File: config.mk
export PLATFORM = sky130hd
export DESIGN_NAME = ooo_backend_top
export DESIGN_NICKNAME = d
export VERILOG_FILES = /design/src/rv32i_types.sv /design/src/rob_pkg.sv /design/src/ooo_backend_top.sv /design/src/operand_resolver.sv /design/src/reorder_buffer.sv /design/src/regfile_scoreboard.sv
export SDC_FILE = /design/constraint.sdc
export NUM_CORES = 2
export LEC_CHECK = 0
export BUFFER_PORTS_ARGS = -buffer_cell sky130_fd_sc_hd__buf_4
export CORE_AREA = 2 2 545 412
export CTS_BUF_LIST = sky130_fd_sc_hd__clkbuf_16
export CTS_CLUSTER_DIAMETER = 60
export DETAILED_ROUTE_END_ITERATION = 10
export DIE_AREA = 0 0 547 414
export GPL_ROUTABILITY_DRIVEN = 0
export HOLD_SLACK_MARGIN = 0.03
export SLEW_MARGIN = 20
export SYNTH_ARGS = -nofsm -noshare
export SYNTH_HDL_FRONTEND = slang
export SYNTH_SLANG_ARGS = --single-unit
File: constraint.sdc
create_clock -name clk -period 19.2 [get_ports clk]
set_input_delay 5.76 -clock clk [delete_from_list [all_inputs] [get_ports clk]]
set_output_delay 5.76 -clock clk [all_outputs]
set_load 0.01 [all_outputs]
File: src/rv32i_types.sv
`default_nettype none

package rv32i_types;

  // data path and register index
  typedef logic [31:0] word_t;
  typedef logic [4:0]  reg_idx_t;
  typedef logic [6:0]  opcode_t;

  // opcodes that never write a destination register
  localparam opcode_t store_opcode = 7'b0100011;
  localparam opcode_t br_opcode    = 7'b1100011;

  // true when an instruction produces a value for rd
  function automatic logic writes_rd(opcode_t opcode, reg_idx_t rd);
    logic no_dest;
    no_dest = (opcode == store_opcode) || (opcode == br_opcode);
    return (rd != 5'd0) && !no_dest;
  endfunction

endpackage

`default_nettype wire
File: src/rob_pkg.sv
`default_nettype none

package rob_pkg;

  // reorder buffer geometry
  localparam int rob_depth = 8;
  localparam int rob_tag_w = 3;

  typedef logic [rob_tag_w-1:0] rob_tag_t;

  // one in-order issue slot
  typedef struct packed {
    logic                 valid;
    rv32i_types::opcode_t opcode;
    rv32i_types::reg_idx_t rd;
    rv32i_types::reg_idx_t rs1;
    rv32i_types::reg_idx_t rs2;
  } issue_req_t;

  // retirement of the head entry into the register file
  typedef struct packed {
    logic                  valid;
    logic                  we;
    rv32i_types::reg_idx_t rd;
    rv32i_types::word_t    value;
    rob_tag_t              tag;
  } commit_t;

  // result returned by an execution unit
  typedef struct packed {
    logic               valid;
    rob_tag_t           tag;
    rv32i_types::word_t value;
  } wb_t;

  // source operand, either a value or the tag of its producer
  typedef struct packed {
    logic               ready;
    rob_tag_t           tag;
    rv32i_types::word_t value;
  } operand_t;

endpackage

`default_nettype wire

File: src/ooo_backend_top.sv
`default_nettype none

module ooo_backend_top (
  input  wire logic                clk,
  input  wire logic                rst,
  input  wire logic                flush,
  input  wire rob_pkg::issue_req_t issue,
  input  wire rob_pkg::wb_t        wb,
  output logic                     rob_full,
  output rob_pkg::rob_tag_t        alloc_tag,
  output rob_pkg::operand_t        rs1_op,
  output rob_pkg::operand_t        rs2_op,
  output rob_pkg::commit_t         commit
);

  rob_pkg::operand_t  rs1_raw;
  rob_pkg::operand_t  rs2_raw;
  logic               lookup_done1;
  logic               lookup_done2;
  rv32i_types::word_t lookup_val1;
  rv32i_types::word_t lookup_val2;

  regfile_scoreboard u_regfile (
    .clk       (clk),
    .rst       (rst),
    .flush     (flush),
    .issue     (issue),
    .alloc_tag (alloc_tag),
    .commit    (commit),
    .rs1_raw   (rs1_raw),
    .rs2_raw   (rs2_raw)
  );

  // lookups go by the producer tag from the scoreboard
  reorder_buffer u_rob (
    .clk          (clk),
    .rst          (rst),
    .flush        (flush),
    .issue        (issue),
    .wb           (wb),
    .lookup_tag1  (rs1_raw.tag),
    .lookup_tag2  (rs2_raw.tag),
    .alloc_tag    (alloc_tag),
    .rob_full     (rob_full),
    .lookup_done1 (lookup_done1),
    .lookup_done2 (lookup_done2),
    .lookup_val1  (lookup_val1),
    .lookup_val2  (lookup_val2),
    .commit       (commit)
  );

  operand_resolver u_res1 (
    .raw      (rs1_raw),
    .rob_done (lookup_done1),
    .rob_val  (lookup_val1),
    .op       (rs1_op)
  );

  operand_resolver u_res2 (
    .raw      (rs2_raw),
    .rob_done (lookup_done2),
    .rob_val  (lookup_val2),
    .op       (rs2_op)
  );

endmodule

`default_nettype wire

File: src/operand_resolver.sv
`default_nettype none

module operand_resolver (
  input  wire rob_pkg::operand_t  raw,
  input  wire logic               rob_done,
  input  wire rv32i_types::word_t rob_val,
  output rob_pkg::operand_t       op
);

  // producer finished but not yet retired
  logic forward;

  assign forward = !raw.ready && rob_done;

  // tag always follows the register file answer
  // so a still-pending source keeps pointing at its producer
  always_comb begin
    op = raw;
    if (forward) begin
      op.ready = 1'b1;
      op.value = rob_val;
    end
  end

endmodule

`default_nettype wire

File: src/reorder_buffer.sv
`default_nettype none

module reorder_buffer (
  input  wire logic                clk,
  input  wire logic                rst,
  input  wire logic                flush,
  input  wire rob_pkg::issue_req_t issue,
  input  wire rob_pkg::wb_t        wb,
  input  wire rob_pkg::rob_tag_t   lookup_tag1,
  input  wire rob_pkg::rob_tag_t   lookup_tag2,
  output rob_pkg::rob_tag_t        alloc_tag,
  output logic                     rob_full,
  output logic                     lookup_done1,
  output logic                     lookup_done2,
  output rv32i_types::word_t       lookup_val1,
  output rv32i_types::word_t       lookup_val2,
  output rob_pkg::commit_t         commit
);

  // per-entry payload
  typedef struct packed {
    logic                  we;
    rv32i_types::reg_idx_t rd;
    rv32i_types::word_t    value;
  } rob_entry_t;

  rob_entry_t                      ent_q [rob_pkg::rob_depth];
  logic [rob_pkg::rob_depth-1:0]   busy_q;
  logic [rob_pkg::rob_depth-1:0]   done_q;

  rob_pkg::rob_tag_t               head_q;
  rob_pkg::rob_tag_t               tail_q;
  logic [rob_pkg::rob_tag_w:0]     count_q;

  logic do_alloc;
  logic do_retire;

  assign alloc_tag = tail_q;
  assign rob_full  = (count_q == rob_pkg::rob_depth);

  // full is a software contract, the gate only protects the buffer state
  assign do_alloc  = issue.valid && !rob_full;
  assign do_retire = commit.valid;

  // head entry retires as soon as its result is in
  always_comb begin
    commit.valid = busy_q[head_q] && done_q[head_q];
    commit.we    = ent_q[head_q].we;
    commit.rd    = ent_q[head_q].rd;
    commit.value = ent_q[head_q].value;
    commit.tag   = head_q;
  end

  // operand lookups for the two sources
  always_comb begin
    lookup_done1 = busy_q[lookup_tag1] && done_q[lookup_tag1];
    lookup_val1  = ent_q[lookup_tag1].value;
    lookup_done2 = busy_q[lookup_tag2] && done_q[lookup_tag2];
    lookup_val2  = ent_q[lookup_tag2].value;
  end

  // control state, flush beats everything else
  always_ff @(posedge clk) begin
    if (rst || flush) begin
      head_q  <= '0;
      tail_q  <= '0;
      count_q <= '0;
      busy_q  <= '0;
      done_q  <= '0;
    end else begin
      if (do_retire) begin
        busy_q[head_q] <= 1'b0;
        done_q[head_q] <= 1'b0;
        head_q         <= head_q + 1'b1;
      end
      if (wb.valid) begin
        done_q[wb.tag] <= 1'b1;
      end
      if (do_alloc) begin
        busy_q[tail_q] <= 1'b1;
        done_q[tail_q] <= 1'b0;
        tail_q         <= tail_q + 1'b1;
      end

      // alloc and retire together leave the count unchanged
      case ({do_alloc, do_retire})
        2'b10:   count_q <= count_q + 1'b1;
        2'b01:   count_q <= count_q - 1'b1;
        default: count_q <= count_q;
      endcase
    end
  end

  // payload
  always_ff @(posedge clk) begin
    if (do_alloc) begin
      ent_q[tail_q].we <= rv32i_types::writes_rd(issue.opcode, issue.rd);
      ent_q[tail_q].rd <= issue.rd;
    end
    if (wb.valid) begin
      ent_q[wb.tag].value <= wb.value;
    end
  end

  // issue side must respect the full level
  a_no_issue_when_full : assert property (
    @(posedge clk) disable iff (rst)
    issue.valid |-> !rob_full
  ) else $error("issue while reorder buffer full");

  // results only for live entries
  a_wb_to_busy : assert property (
    @(posedge clk) disable iff (rst)
    wb.valid && !flush |-> busy_q[wb.tag]
  ) else $error("writeback to free entry %0d", wb.tag);

  // each entry is written back exactly once
  a_wb_once : assert property (
    @(posedge clk) disable iff (rst)
    wb.valid && !flush |-> !done_q[wb.tag]
  ) else $error("second writeback to entry %0d", wb.tag);

endmodule

`default_nettype wire

File: src/regfile_scoreboard.sv
`default_nettype none

module regfile_scoreboard (
  input  wire logic                clk,
  input  wire logic                rst,
  input  wire logic                flush,
  input  wire rob_pkg::issue_req_t issue,
  input  wire rob_pkg::rob_tag_t   alloc_tag,
  input  wire rob_pkg::commit_t    commit,
  output rob_pkg::operand_t        rs1_raw,
  output rob_pkg::operand_t        rs2_raw
);

  // architectural state
  rv32i_types::word_t regs_q [32];

  // scoreboard, producer tag per register
  rob_pkg::rob_tag_t  owner_q [32];
  logic [31:0]        pending_q;

  logic issue_writes;
  logic commit_writes;
  logic owner_match;

  assign issue_writes  = issue.valid && rv32i_types::writes_rd(issue.opcode, issue.rd);
  assign commit_writes = commit.valid && commit.we && (commit.rd != 5'd0);

  // retiring tag still owns the register, nothing younger has renamed it
  assign owner_match = pending_q[commit.rd] && (owner_q[commit.rd] == commit.tag);

  // register values
  always_ff @(posedge clk) begin
    if (rst) begin
      for (int i = 0; i < 32; i++) begin
        regs_q[i] <= '0;
      end
    end else if (!flush && commit_writes) begin
      regs_q[commit.rd] <= commit.value;
    end
  end

  // pending flags
  // issue comes after the commit clear so a rename in the same cycle wins
  always_ff @(posedge clk) begin
    if (rst) begin
      pending_q <= '0;
    end else if (flush) begin
      pending_q <= '0;
    end else begin
      if (commit_writes && owner_match) begin
        pending_q[commit.rd] <= 1'b0;
      end
      if (issue_writes) begin
        pending_q[issue.rd] <= 1'b1;
      end
    end
  end

  // producer tags, only meaningful while pending
  always_ff @(posedge clk) begin
    if (issue_writes) begin
      owner_q[issue.rd] <= alloc_tag;
    end
  end

  // source reads from current state
  always_comb begin
    rs1_raw.ready = !pending_q[issue.rs1];
    rs1_raw.tag   = owner_q[issue.rs1];
    rs1_raw.value = regs_q[issue.rs1];

    rs2_raw.ready = !pending_q[issue.rs2];
    rs2_raw.tag   = owner_q[issue.rs2];
    rs2_raw.value = regs_q[issue.rs2];
  end

  // x0 is hardwired, it never waits on a producer
  a_x0_never_pending : assert property (
    @(posedge clk) disable iff (rst)
    !pending_q[0]
  ) else $error("register zero marked pending");

endmodule

`default_nettype wire

==> out/summary.txt <==
Clock Skew -> 0.05259 ns
Yosys cell types -> 66
Vias in the first global route -> 48180
Die area -> 0.2265 sq mm
Final Non-Filler Cells -> 8000
Initial antenna violation count -> 6
Ys flop type -> edfxtp_1
CTS clk-pin slew, worst paths -> 0.06 ns
First drt pass iteration count -> 6
Total Routing Usage GR -> 22.04%
Maxcap violations -> 0
Root Driver -> clkbuf_16
Core footprint -> 0.2213 sq mm
Port bufs -> 178
Syn Area/Cell -> 15.82 sq um
Mapped cell area -> 0.07706 sq mm
R2R Path End -> u_regfile.regs_q[2][6]
Clk sinks -> 1485
Vias per inst -> 6.074
R2r setup slk -> 13.03 ns
IO Pins -> 180
Slew Limit Fails -> 0
Final worst slack -> 1.960 ns
DIE WIDTH -> 547 um
Seq cells post-synth -> 1485
Number of flops mapped to enable cells by yosys -> 1424
Kind of critical path -> in -> out
CTS tree -> built
CP endpoint -> rs2_op[11]
Worst Reg2Reg Path Length in Cells -> 9
Seq/Total Area, Yosys -> 57.07%
Sequential Area -> 0.04399 sq mm
Status -> finished clean
Ys async rst share -> 0%
Final TNS setup -> 0 ns
Most frequent cell after synthesis -> edfxtp_1
Period minus WS final -> 17.24 ns
FILL cells -> 20110
Worst slew pin tran -> 1.170 ns
Pin count of the biggest net entering global routing -> 107
Pwr Density -> 85.50 mW/mm^2
Clock buffer depth -> 4
Hold Path Class -> reg -> reg
# DRC -> 0
Top cells by area, synth -> edfxtp_1 55%, mux4_2 25%, mux2i_1 6.1%
Placed insts -> 7742
Biggest area consumer among synthesized cells -> edfxtp_1
Final Cycle Share -> 89.79%
Remaining Overflow, GRT -> 0
Global-route wire length before repair -> 359.7 mm
Final net count -> 5002
Multi-input gate area -> 0.03157 sq mm
Initial DRC Count -> 7573
Std-Cell Rows -> 150
Pre-CTS setup slack -> 2.033 ns
Via count -> 48590
Commonest cells post-synth -> 1424 x edfxtp_1, 1064 x nor2_1, 859 x mux4_2, 469 x mux2i_1, 315 x clkbuf_1
Maximum VDD drop -> 0.05736 mV
Antenna-violating nets left -> 0
DP Wirelength -> 153.3 mm
Synth top area share -> 55.49%
Final Setup Violations -> 0
Fmax -> 0.05800 GHz
Max FO, Critical Path -> 73
H-tree levels -> 4
RSZ-0062 raised after global routing -> no
CP endpoint kind -> output port
Synth-to-Final Area Change -> 12.73%
Hold_buf cts -> 0
Routed wire length per instance -> 31.85 um
Slew headroom -> 22.01%
CP required -> 13.44 ns
Final WL -> 254.8 mm
Pleak -> 29.73 nW
Crit path launch -> issue[0]
Die H -> 414 um
Worst setup SP type -> primary input
Layout cell share with drive strength beyond 1 -> 30.51%
Cell count after synthesis -> 4870
Later-pin clock latency in the skew report -> 0.80 ns
Final hold viol count -> 0
YS warnings -> 0
Post_cts resized -> 0
Starting Density -> 34.83%
Arrival @ worst endpoint -> 11.48 ns
Final hold slack -> 0.4934 ns
Setup Buffers After CTS -> 0
Cts bufs inserted -> 153
## critical path, cell delays in order
cell and delay [ns]:
buf_8 0.64, mux4_2 0.65, mux4_2 0.55, mux2i_1 0.40, inv_2 0.44, buf_4 0.41, o211ai_1 0.13, o21ai_0 0.20
o21ai_1 0.35, nand2_2 0.68, buf_4 0.51, mux2i_1 0.42, buf_4 0.24
## metal layers
metal	vias up	global-route usage (%)	routed length, um
met5	-	0	13
met4	2	6.865	8514
met3	462	5.306	31140
met2	3283	32.31	112600
met1	25590	32.26	102500
li1	19260	-	-
## worst min-delay path by stage
stage | startpoint | depth (start not counted) | to | slack [ns]
2_1_floorplan | u_regfile.pending_q[21] | 2 | u_regfile.pending_q[21] | 0.45
3_3_place_gp | u_regfile.pending_q[27] | 2 | u_regfile.pending_q[27] | 0.46
3_5_place_dp | u_regfile.pending_q[27] | 2 | u_regfile.pending_q[27] | 0.47
4_1_cts | u_regfile.pending_q[1] | 2 | u_regfile.pending_q[1] | 0.49
5_1_grt | u_regfile.pending_q[19] | 2 | u_regfile.pending_q[19] | 0.52
6_report | u_regfile.pending_q[29] | 2 | u_regfile.pending_q[29] | 0.49
## layout make-up
| class | count | share of cell area (%) |
|---|---|---|
| Sequential cell | 1485 | 50.64 |
| Multi-Input combinational cell | 2883 | 36.34 |
| Clock buffer | 159 | 4.580 |
| Tap cell | 2964 | 4.269 |
| Timing Repair Buffer | 341 | 3.065 |
| Clock inverter | 97 | 0.7979 |
| Inverter | 70 | 0.3025 |
| Antenna cell | 1 | 0.002881 |
## stage by stage
stage          utilization (%)  cell area [sq um]  total power, mW
4_1_cts                  39.24              86840            7.454
3_5_place_dp             37.13              82160            4.585
5_1_grt                  39.26              86870            7.623
6_report                 39.26              86870            7.428
3_3_place_gp             37.12              82140            4.571
2_1_floorplan                -              77190            4.254
## logic make-up after synthesis
logic type / share of synthesized area, %
mux: 31.46
flops: 57.07
simple gates: 6.956
other cells: 0.004866
compound gates: 1.339
xor+xnor: 0.06819
fa+ha+maj: 0.1072
buf+inv: 2.992
## state kept, by name (all words and copies together), names as in the netlist, named ones only
name,count
u_rob.done_q,8
u_rob.busy_q,8
u_rob.alloc_tag,3
u_rob.ent_q,304
u_rob.head_q,3
u_regfile.owner_q,96
u_regfile.pending_q,32
u_regfile.regs_q,1024
u_rob.count_q,4
## power breakdown
part	internal [mW]	total (mW)	leakage (nW)	switching, mW
Combinational	0.352	0.832	12.6	0.479
Clock	1.64	2.90	2.43	1.27
Sequential	3.64	3.69	14.7	0.0518
## placed cells by master, fill, tap and decap left out, drive strengths merged, types with 21 or more instances in the layout
| master | count |
|---|---|
| nand2 | 145 |
| mux2i | 474 |
| o31ai | 21 |
| edfxtp | 1424 |
| dfxtp | 61 |
| conb | 35 |
| buf | 341 |
| nor3 | 23 |
| nand3 | 27 |
| nand2b | 41 |
| clkbuf | 159 |
| nor2 | 1064 |
| clkinv | 48 |
| a21oi | 47 |
| mux4 | 859 |
| inv | 106 |
(Power assumes the default switching activity.)
